`src/rv_id_pkg.sv`:
```
// shared widths, opcodes and stage payload structs for the RV64I decode stage and its neighbours
package rv_id_pkg;

  localparam int XLEN       = 64;
  localparam int INST_W     = 32;
  localparam int REG_ADDR_W = 5;

  localparam logic [INST_W-1:0] NOP_INST = 32'h0000_0013; // addi x0,x0,0

  localparam logic [6:0] OPC_LUI      = 7'b0110111;
  localparam logic [6:0] OPC_AUIPC    = 7'b0010111;
  localparam logic [6:0] OPC_JAL      = 7'b1101111;
  localparam logic [6:0] OPC_JALR     = 7'b1100111;
  localparam logic [6:0] OPC_BRANCH   = 7'b1100011;
  localparam logic [6:0] OPC_LOAD     = 7'b0000011;
  localparam logic [6:0] OPC_STORE    = 7'b0100011;
  localparam logic [6:0] OPC_OP_IMM   = 7'b0010011;
  localparam logic [6:0] OPC_OP       = 7'b0110011;
  localparam logic [6:0] OPC_OP_IMM32 = 7'b0011011;
  localparam logic [6:0] OPC_OP32     = 7'b0111011;

  typedef enum logic [3:0] {
    BR_NONE, BR_BEQ, BR_BNE, BR_BLT, BR_BGE, BR_BLTU, BR_BGEU, BR_JAL, BR_JALR
  } br_func_e;

  typedef enum logic [1:0] {SRC1_REG, SRC1_PC, SRC1_ZERO} src1_sel_e; // zero for lui
  typedef enum logic {SRC2_REG, SRC2_IMM} src2_sel_e;

  typedef struct packed {
    logic [INST_W-1:0] inst;
    logic [XLEN-1:0]   pc;
  } fetch_pkt_t;

  // rd of zero means nothing offered
  typedef struct packed {
    logic [REG_ADDR_W-1:0] rd;
    logic [XLEN-1:0]       result;
  } bypass_t;

  typedef struct packed {
    logic                  wen;
    logic [REG_ADDR_W-1:0] waddr;
    logic [XLEN-1:0]       wdata;
  } wb_t;

  typedef struct packed {
    src1_sel_e  src1_sel;
    src2_sel_e  src2_sel;
    logic [3:0] alu_op;   // {funct7[5], funct3}
    logic       word_op;  // 32-bit result, sign extended
    logic       gpr_wen;
    logic       mem_ren;
    logic       mem_wen;
    logic [2:0] mem_op;
    br_func_e   br_func;
    logic       invalid;
  } ctrl_t;

  typedef struct packed {
    ctrl_t                 ctrl;
    logic [XLEN-1:0]       rs1data;
    logic [XLEN-1:0]       rs2data;
    logic [XLEN-1:0]       imm;
    logic [XLEN-1:0]       pc;
    logic [REG_ADDR_W-1:0] rd;
  } ds_to_es_t;

  typedef struct packed {
    logic            taken; // one-cycle strobe
    logic [XLEN-1:0] target;
  } redirect_t;

endpackage

```
`src/inst_decoder.sv`:
```
// RV64I decode for the kept opcode set only. Anything else is flagged invalid with all enables low
`timescale 1ns/10ps

module inst_decoder
  import rv_id_pkg::*;
(
  input  logic [INST_W-1:0]     i_inst,
  output logic [REG_ADDR_W-1:0] o_rs1,
  output logic [REG_ADDR_W-1:0] o_rs2,
  output logic [REG_ADDR_W-1:0] o_rd,
  output logic [XLEN-1:0]       o_imm,
  output ctrl_t                 o_ctrl
);

  logic [6:0]      opcode;
  logic [2:0]      funct3;
  logic            f7b5;
  logic [XLEN-1:0] imm_i;
  logic [XLEN-1:0] imm_s;
  logic [XLEN-1:0] imm_b;
  logic [XLEN-1:0] imm_u;
  logic [XLEN-1:0] imm_j;

  assign opcode = i_inst[6:0];
  assign funct3 = i_inst[14:12];
  assign f7b5   = i_inst[30];

  assign imm_i = {{52{i_inst[31]}}, i_inst[31:20]};
  assign imm_s = {{52{i_inst[31]}}, i_inst[31:25], i_inst[11:7]};
  assign imm_b = {{51{i_inst[31]}}, i_inst[31], i_inst[7], i_inst[30:25], i_inst[11:8], 1'b0};
  assign imm_u = {{32{i_inst[31]}}, i_inst[31:12], 12'b0};
  assign imm_j = {{43{i_inst[31]}}, i_inst[31], i_inst[19:12], i_inst[20], i_inst[30:21], 1'b0};

  always_comb begin
    o_rs1  = i_inst[19:15];
    o_rs2  = '0;           // only read where the format has rs2
    o_rd   = i_inst[11:7];
    o_imm  = '0;
    o_ctrl = '0;
    o_ctrl.src1_sel = SRC1_REG;
    o_ctrl.src2_sel = SRC2_REG;
    o_ctrl.br_func  = BR_NONE;
    case (opcode)
      OPC_LUI: begin
        o_rs1 = '0;
        o_imm = imm_u;
        o_ctrl.src1_sel = SRC1_ZERO;
        o_ctrl.src2_sel = SRC2_IMM;
        o_ctrl.gpr_wen  = 1'b1;
      end
      OPC_AUIPC: begin
        o_rs1 = '0;
        o_imm = imm_u;
        o_ctrl.src1_sel = SRC1_PC;
        o_ctrl.src2_sel = SRC2_IMM;
        o_ctrl.gpr_wen  = 1'b1;
      end
      OPC_JAL, OPC_JALR: begin
        // link value pc+4 is formed in execute from br_func
        if (opcode == OPC_JAL) begin
          o_rs1 = '0;
          o_imm = imm_j;
          o_ctrl.br_func = BR_JAL;
        end else begin
          o_imm = imm_i;
          o_ctrl.br_func = BR_JALR;
        end
        o_ctrl.src1_sel = SRC1_PC;
        o_ctrl.gpr_wen  = 1'b1;
      end
      OPC_BRANCH: begin
        o_rs2 = i_inst[24:20];
        o_rd  = '0;
        o_imm = imm_b;
        case (funct3)
          3'b000:  o_ctrl.br_func = BR_BEQ;
          3'b001:  o_ctrl.br_func = BR_BNE;
          3'b100:  o_ctrl.br_func = BR_BLT;
          3'b101:  o_ctrl.br_func = BR_BGE;
          3'b110:  o_ctrl.br_func = BR_BLTU;
          3'b111:  o_ctrl.br_func = BR_BGEU;
          default: o_ctrl.invalid = 1'b1;
        endcase
      end
      OPC_LOAD: begin
        o_imm = imm_i;
        o_ctrl.src2_sel = SRC2_IMM;
        o_ctrl.gpr_wen  = 1'b1;
        o_ctrl.mem_ren  = 1'b1;
        o_ctrl.mem_op   = funct3;
      end
      OPC_STORE: begin
        o_rs2 = i_inst[24:20];
        o_rd  = '0;
        o_imm = imm_s;
        o_ctrl.src2_sel = SRC2_IMM;
        o_ctrl.mem_wen  = 1'b1;
        o_ctrl.mem_op   = funct3;
      end
      OPC_OP_IMM, OPC_OP_IMM32: begin
        o_imm = imm_i;
        o_ctrl.src2_sel = SRC2_IMM;
        o_ctrl.alu_op   = {f7b5 & (funct3 == 3'b101), funct3}; // bit 30 only for srai
        o_ctrl.word_op  = (opcode == OPC_OP_IMM32);
        o_ctrl.gpr_wen  = 1'b1;
      end
      OPC_OP, OPC_OP32: begin
        o_rs2 = i_inst[24:20];
        o_ctrl.alu_op  = {f7b5, funct3};
        o_ctrl.word_op = (opcode == OPC_OP32);
        o_ctrl.gpr_wen = 1'b1;
      end
      default: begin
        o_rs1 = '0;
        o_rd  = '0;
        o_ctrl.invalid = 1'b1;
      end
    endcase
  end

endmodule

```
`config.mk`:
```
export PLATFORM = sky130hd
export DESIGN_NAME = inst_decoder
export DESIGN_NICKNAME = d
export VERILOG_FILES = /design/src/rv_id_pkg.sv /design/src/inst_decoder.sv
export SDC_FILE = /design/constraint.sdc
export NUM_CORES = 1
export LEC_CHECK = 0
export BUFFER_PORTS_ARGS = -buffer_cell sky130_fd_sc_hd__buf_2
export CAP_MARGIN = 10
export CORE_MARGIN = 4
export CORE_UTILIZATION = 35
export DETAILED_ROUTE_END_ITERATION = 16
export PLACE_DENSITY = 0.9
export SLEW_MARGIN = 10
export SYNTH_ARGS = -nofsm -noshare
export SYNTH_HDL_FRONTEND = slang
export SYNTH_SLANG_ARGS = --single-unit
```
`constraint.sdc`:
```
create_clock -name vclk -period 3.2
set_input_delay 0.48 -clock vclk [all_inputs]
set_output_delay 0.48 -clock vclk [all_outputs]
set_load 0.03 [all_outputs]
```
==> results of run 1 <==
-- worst max-delay path, delay by kind of cell --
family / cells / cell delay [ns]
AO/OA/AOI/OAI: 2 / 0.34
buffers and inverters: 3 / 0.57
AND/OR/NAND/NOR: 2 / 0.56
-- cells in the mapped netlist --
cell / instances
a21oi_1: 8
nor2b_1: 1
buf_2: 3
nand2_1: 11
nand4_1: 1
nor3b_1: 1
inv_1: 5
a211oi_1: 1
or3_4: 2
and2_1: 30
and3_1: 3
a2bb2oi_1: 1
and3b_2: 1
or2b_1: 1
or2_1: 1
o2bb2ai_1: 1
nor2_1: 6
buf_6: 1
o21a_1: 1
buf_4: 34
a21o_1: 19
o211ai_1: 2
a21boi_0: 1
a2111oi_2: 1
a22o_1: 5
o22ai_1: 2
nor4_1: 2
a31oi_4: 1
mux2_2: 1
nand2b_1: 4
nand3_1: 3
nor3_1: 4
xnor2_1: 1
o21ai_0: 3
nand3b_1: 3
or3_1: 2
-- routing by layer --
| layer | share of wire | track usage |
|---|---|---|
| met1 | 0.40 | 0.232 |
| met2 | 0.47 | 0.317 |
| met3 | 0.13 | 0.0351 |
| met4 | 0.0025 | 0.0237 |
| met5 | 0 | 0 |
-- report_power, final --
| group | switching [mW] | total [mW] | internal (mW) |
|---|---|---|---|
| Sequential | 0 | 0 | 0 |
| Clock | 0 | 0 | 0 |
| Combinational | 0.123 | 0.180 | 0.0568 |
-- kinds of logic after synthesis --
kind of cell / share of synthesized area
simple gates: 0.400
mux: 0.0101
buf+inv: 0.271
xor+xnor: 0.00789
compound gates: 0.311
-- metrics by stage --
step | utilization | setup WS (ns)
after floorplan | - | 0.381
after global placement | 0.510 | 0.793
after detailed placement | 0.510 | 0.736
after CTS | 0.510 | 0.731
after global routing | 0.510 | 0.599
final | 0.510 | 0.759
-- how the worst max path moves through the flow --
| stage | from | endpoint | slack [ns] |
|---|---|---|---|
| floorplan | i_inst[6] | o_imm[32] | 0.38 |
| global route | i_inst[4] | o_imm[18] | 0.60 |
| detailed placement | i_inst[1] | o_imm[49] | 0.74 |
| finish | i_inst[1] | o_imm[49] | 0.76 |
| CTS | i_inst[1] | o_imm[49] | 0.73 |
| global placement | i_inst[2] | o_imm[17] | 0.79 |
-- layout make-up --
| class | instances | area [um^2] |
|---|---|---|
| Fill cell | 338 | 1500 |
| Multi-Input combinational cell | 124 | 810 |
| Timing Repair Buffer | 133 | 673 |
| Tap cell | 44 | 55.1 |
| Inverter | 5 | 18.8 |
==> reports/results.ini, run 1 <==
[status]
outcome=finished clean

[worst_setup_path]
crit_fanout=33
critPathCaptureType=output pin
startpoint_type=input port
cp_data_required_time_ns=2.72
path_cells=buf_2 > and2_1 > o21ai_0 > nor2_1 > o21a_1 > buf_4 > buf_2
critPathSlowestCell=nor2_1
crit_top_cell=buf_2
path_class=in2out
cp.arrival_ns=1.96
cp_slowest_stage_delay_ns=0.35

[sta]
slew_viol_final=0
hold_slack_ns=1.32
finalSetupTns_ns=0
hold_violations=0
fin_crit_sh=0.763
setup_violations=0
period_needed_ns=2.44
relSlewSlack=0.585
worstMarginPinSlew_ns=0.616
max_clock_freq_ghz=0.410
rsz0062_at_grt=no

[global_routing]
grt_pass1_vias=1348
antenna_found_initial=0
grt_max_degree=34
gr-total-overflow=0
grt_usage=0.181
grt_pass1_wl_um=6300

[cells_and_area]
final_cell_mix=130 x buf_2, 30 x and2_1, 19 x a21o_1, 11 x nand2_1, 8 x a21oi_1
diodes=0
seqCellArea_um2=0
drive_gt1_frac=0.531
final_area_um2=1560
clock_buffers=0
final_cell_count_no_fill=306
area_delta_synth_final_pct=40.2
layout_commonest_cell=buf_2
nets=296
seq_cell_count=0

[routing]
routedWlPerCell_um=13.2
drt-total-wl_um=4030
firstDrtPassIters=4
vias=1534
viasPerCell=5.01
drc=0
drt_iter0_drc=66
antenna_left=0

[place]
dp_hpwl_um=3360
place_area_um2=1560
place_inst=306
io_buffers=130
gp_congestion=0.865

[logic_synthesis]
synth_cell_types=36
avgSynthCellArea_um2=6.65
synth.top_cells.by_area=buf_4 23%, and2_1 17%, a21o_1 13%
yosysSeqAreaShare=0
syn_area_um2=1110
synth.largest_area_cell=buf_4
yosysWarnings=0
syn_nets=199
netlist.area_leader.share=0.230
synthCells=167

[floorplanning]
core_area_um2=3050
start_util=0.364
die_w_um=64.3
die_h_um=64.3
rows=20
die-area_um2=4140
ioPinCount=130

[clocking]
post_cts_buffers=0
cts_hold_buf=0
cts_resized=0

[power]
vdd_ir_drop_max_mv=0.0638
pwr_density_cell_nw_per_um2=116
p_leak_nw=1.16
power.total_mw=0.180

[flow_run]
drv_cap=0

[hold_path]
whs_path_depth=3
whs_endpoint=o_imm[29]
hold_path.class=in2out
worstHoldStart=i_inst[29]

Power figures use the tool's default switching activity.
==> inputs of run 2 (changes only) <==
clock period = 2.35 ns   (was 3.2 ns; I/O delays follow)
==> run 2 against run 1 <==
Net effect:
- core utilization increased by 0.74 points
- total power increased by 38%
- clock-buffer cell count unchanged
- worst hold slack got worse by 0.25 ns
- final cell count increased by 0.65%
- design area increased by 1.4%
- via count decreased by 1.9%
- wire length increased by 0.52%
- critical path depth decreased by 1
- non-clock buffer count increased by 2
- setup slack got worse by 0.56 ns
==> reports/results.ini, run 2 (synthesized netlist as in run 1, its figures left out) <==
[sta]
relSlewSlack=0.609  ; +0.0236
fin_crit_sh=0.914
rsz0062_at_grt=no
hold_violations=0  ; unchanged
finalSetupTns_ns=0  ; unchanged
worstMarginPinSlew_ns=0.581  ; -0.0351 ns
setup_violations=0  ; unchanged
max_clock_freq_ghz=0.466
slew_viol_final=0  ; unchanged
period_needed_ns=2.15

[cells_and_area]
clock_buffers=0  ; unchanged
layout_commonest_cell=buf_2
diodes=0  ; unchanged
final_cell_mix=130 x buf_2, 30 x and2_1, 19 x a21o_1, 11 x nand2_1, 8 x a21oi_1
drive_gt1_frac=0.542  ; +0.0111
final_core_util=0.517  ; +0.00738
final_area_um2=1580  ; +1.4%
seqCellArea_um2=0  ; unchanged
area_delta_synth_final_pct=42.3
nets=298  ; +0.68%
seq_cell_count=0  ; unchanged

[floorplanning]
die-area_um2=4140  ; unchanged
rows=20  ; unchanged
start_util=0.364  ; unchanged
die_h_um=64.3  ; unchanged
ioPinCount=130  ; unchanged
die_w_um=64.3  ; unchanged
core_area_um2=3050  ; unchanged

[worst_setup_path]
path_class=in2out
startpoint_type=input port
critPathSlowestCell=or3_4
path_depth=6  ; -1
crit_top_cell=buf_2
critPathCaptureType=output pin
path_cells=buf_2 > or2_1 > or3_4 > a31oi_4 > a21o_1 > buf_2
startpoint=i_inst[2]
cp_slowest_stage_delay_ns=0.36  ; about the same
cp.arrival_ns=1.79  ; -0.17 ns
cp_data_required_time_ns=2.00  ; -0.72 ns
worst_path_dominant_cell_family=simple AND/OR/NAND/NOR gates
crit_fanout=12  ; -64%
cp.buffers_inverters=2  ; -1

[power]
p_comb_frac=1.000  ; about the same
p_int_mw=0.0782  ; +38%
vdd_ir_drop_max_mv=0.0841  ; +32%
p_leak_nw=1.17  ; +1.0%
seqPwrFrac=0  ; unchanged
clkPwrFrac=0  ; unchanged
switching_power_mw=0.169  ; +38%
pwr_density_cell_nw_per_um2=157  ; +36%
power_switching_share=0.684  ; about the same

[clocking]
cts_hold_buf=0  ; unchanged
cts_resized=0  ; unchanged
post_cts_buffers=0  ; unchanged

[place]
place_area_um2=1580  ; +1.4%
dp_hpwl_um=3470  ; +3.2%
io_buffers=130  ; unchanged
gp_congestion=0.953  ; +10%

[status]
outcome=finished clean

[global_routing]
grt_usage=0.187  ; +0.00653
gr-total-overflow=0  ; unchanged
grt_pass1_wl_um=6580  ; +4.5%
grt_max_degree=34  ; unchanged
antenna_found_initial=0  ; unchanged
grt_pass1_vias=1402  ; +4.0%

[routing]
vias=1505  ; -1.9%
drt-total-wl_um=4050  ; +0.52%
drt_iter0_drc=40  ; -39%
drc=0  ; unchanged
firstDrtPassIters=4  ; unchanged
routedWlPerCell_um=13.1  ; -0.13%
antenna_left=0  ; unchanged
viasPerCell=4.89  ; -2.5%

[hold_path]
hold_path.class=in2out
whs_path_depth=3  ; unchanged
worstHoldStart=i_inst[26]

[flow_run]
drv_cap=0  ; unchanged

[run 2: power by group through the flow]
stage / clock network, mW / registers (mW) / logic (mW)
after floorplan: 0 / 0 / 0.182
after global placement: 0 / 0 / 0.243
after detailed placement: 0 / 0 / 0.247
after CTS: 0 / 0 / 0.248
after global routing: 0 / 0 / 0.267
final: 0 / 0 / 0.247
[run 2: layer usage]
layer  vias up  part of all wire  wire (um)  global-route usage
met5         -                 0          0                   0
met1       684              0.38       1540               0.228
met2        74              0.53       2150               0.362
met3         4             0.078        316              0.0123
li1        743                 -          -                   -
met4         0             0.011         43              0.0237
[run 2: cell type report]
class                           count  area, um^2
Fill cell                         347        1470
Inverter                            5        18.8
Multi-Input combinational cell    124         817
Tap cell                           44        55.1
Timing Repair Buffer              135         688
[run 2: worst paths after layout]
path / end / slack [ns]
worst max-delay path: o_imm[17] / 0.20
worst min-delay path: o_imm[26] / 1.06
[run 2: metrics by stage]
stage                     hold WS, ns  total power [mW]  std cells  setup slack (ns)
after floorplan                 0.890             0.182        167             0.124
after global placement           1.06             0.243        308             0.265
after detailed placement         1.07             0.247        308             0.208
after CTS                        1.07             0.248        308             0.206
after global routing             1.09             0.267        308             0.131
final                            1.06             0.247        308             0.203
[run 2: worst min-delay path, cell delays in order]
cell and delay, ns:
buf_2 0.08, a21o_1 0.09, buf_2 0.18
==> inputs of run 3 (changes only) <==
BUFFER_PORTS_ARGS = -buffer_cell sky130_fd_sc_hd__clkbuf_2   (was -buffer_cell sky130_fd_sc_hd__buf_2)
==> run 3 against run 2 <==
Net effect:
- worst hold slack improved by 0.0094 ns
- design area fell by 0.47%
- wire length fell by 0.59%
- clock-buffer cell count did not move
- die area did not move
- sequential cell count did not move
- setup slack got worse by 0.042 ns
- global-route usage fell by 0.29 points
- combinational power barely moved
- first-iteration DRC count fell by 5.0%
- via count fell by 1.1%
- fmax fell by 1.9%
- largest cell class unchanged
- largest power group unchanged
==> reports/results.ini, run 3 (synthesized netlist as in run 1, its figures left out) <==
[sta]
max_clock_freq_ghz=0.457  ; -1.9%
period_needed_ns=2.19  ; +0.0423 ns
layout_setup_ws_ns=0.161  ; -0.0423 ns
rsz0062_at_grt=no
setup_violations=0  ; unchanged
worstMarginPinSlew_ns=0.623  ; +0.0418 ns
finalSetupTns_ns=0  ; unchanged
relSlewSlack=0.581  ; -0.0281
hold_violations=0  ; unchanged
fin_crit_sh=0.932  ; +0.0180
slew_viol_final=0  ; unchanged

[cells_and_area]
seqCellArea_um2=0  ; unchanged
final_cell_mix=130 x clkbuf_2, 30 x and2_1, 19 x a21o_1, 11 x nand2_1, 8 x a21oi_1
clock_buffers=0  ; unchanged
drive_gt1_frac=0.540  ; -0.00174
seq_cell_count=0  ; unchanged
diodes=0  ; unchanged
n_fill_cell=337  ; -2.9%
final_area_um2=1570  ; -0.47%
area_delta_synth_final_pct=41.6
nets=297  ; -0.34%
final_core_util=0.515  ; -0.00246
layout_commonest_cell=clkbuf_2

[routing]
antenna_left=0  ; unchanged
drc=0  ; unchanged
vias=1488  ; -1.1%
firstDrtPassIters=4  ; unchanged
drt_iter0_drc=38  ; -5.0%
viasPerCell=4.85  ; -0.81%
drt-total-wl_um=4030  ; -0.59%
routedWlPerCell_um=13.1  ; -0.27%

[place]
place_area_um2=1570  ; -0.47%
dpl_worst_slack_ns=0.168  ; -0.0393 ns
io_buffers=130  ; unchanged
dp_hpwl_um=3470  ; about the same
gp_congestion=0.963  ; +1.1%

[clocking]
cts_hold_buf=0  ; unchanged
post_cts_buffers=0  ; unchanged
cts_resized=0  ; unchanged

[power]
p_leak_nw=1.09  ; -6.9%
power_switching_share=0.689  ; +0.00476
pwr_density_cell_nw_per_um2=157  ; +0.21%
switching_power_mw=0.170  ; +0.43%
p_comb_frac=1.000  ; about the same
seqPwrFrac=0  ; unchanged
p_int_mw=0.0768  ; -1.8%
clkPwrFrac=0  ; unchanged
vdd_ir_drop_max_mv=0.0912  ; +8.4%

[global_routing]
grt_pass1_wl_um=6490  ; -1.4%
antenna_found_initial=0  ; unchanged
grt_pass1_vias=1456  ; +3.9%
grt_max_degree=34  ; unchanged
gr-total-overflow=0  ; unchanged
grt_usage=0.184  ; -0.00290

[floorplanning]
die-area_um2=4140  ; unchanged
ioPinCount=130  ; unchanged
rows=20  ; unchanged
die_w_um=64.3  ; unchanged
die_h_um=64.3  ; unchanged
core_area_um2=3050  ; unchanged
start_util=0.364  ; unchanged

[status]
outcome=finished clean

[hold_path]
hold_path.class=in2out

[worst_setup_path]
crit_fanout=12  ; unchanged
cp.arrival_ns=1.84  ; +0.05 ns
path_class=in2out
critPathCaptureType=output pin
startpoint_type=input port
cp_data_required_time_ns=2.00  ; about the same

[flow_run]
drv_cap=0  ; unchanged

[run 3: cell count changes in the layout (fill, tap and decap cells not counted)]
cell | before | now
clkbuf_2 | 0 | 130
buf_4 | 5 | 4
buf_2 | 130 | 0
[run 3: power by group through the flow]
stage,logic [mW],clock network (mW),registers (mW)
floorplan,0.182,0,0
global placement,0.243,0,0
detailed placement,0.247,0,0
CTS,0.247,0,0
global route,0.267,0,0
finish,0.247,0,0
[run 3: metal layers]
| layer | routed length, um | up-vias | GRT usage |
|---|---|---|---|
| met5 | 0 | - | 0 |
| met4 | 28 | 0 | 0.0343 |
| met3 | 241 | 2 | 0.0123 |
| met2 | 2140 | 79 | 0.352 |
| met1 | 1620 | 664 | 0.224 |
| li1 | - | 743 | - |
[run 3: final timing paths]
kind	startpoint	to	slack, ns	depth (start not counted)
max	i_inst[2]	o_imm[19]	0.16	6
min	i_inst[27]	o_imm[27]	1.07	3
[run 3: metrics by stage]
stage / hold slack [ns] / cells / power (mW)
after CTS: 1.08 / 307 / 0.247
after global routing: 1.09 / 307 / 0.267
after detailed placement: 1.08 / 307 / 0.247
final: 1.07 / 307 / 0.247
after floorplan: 0.890 / 167 / 0.182
after global placement: 1.07 / 307 / 0.243
[run 3: layout make-up]
class,instances,area [um^2],area share
well taps,44,55.1,0.0350
inverters,5,18.8,0.0119
repair buffers,134,681,0.433
multi-input cells,124,817,0.520
[run 3: worst max-delay path, cell delays in order]
cell,delay [ns]
clkbuf_2,0.17
or2_1,0.32
or3_4,0.36
a31oi_4,0.30
a21o_1,0.13
clkbuf_2,0.20
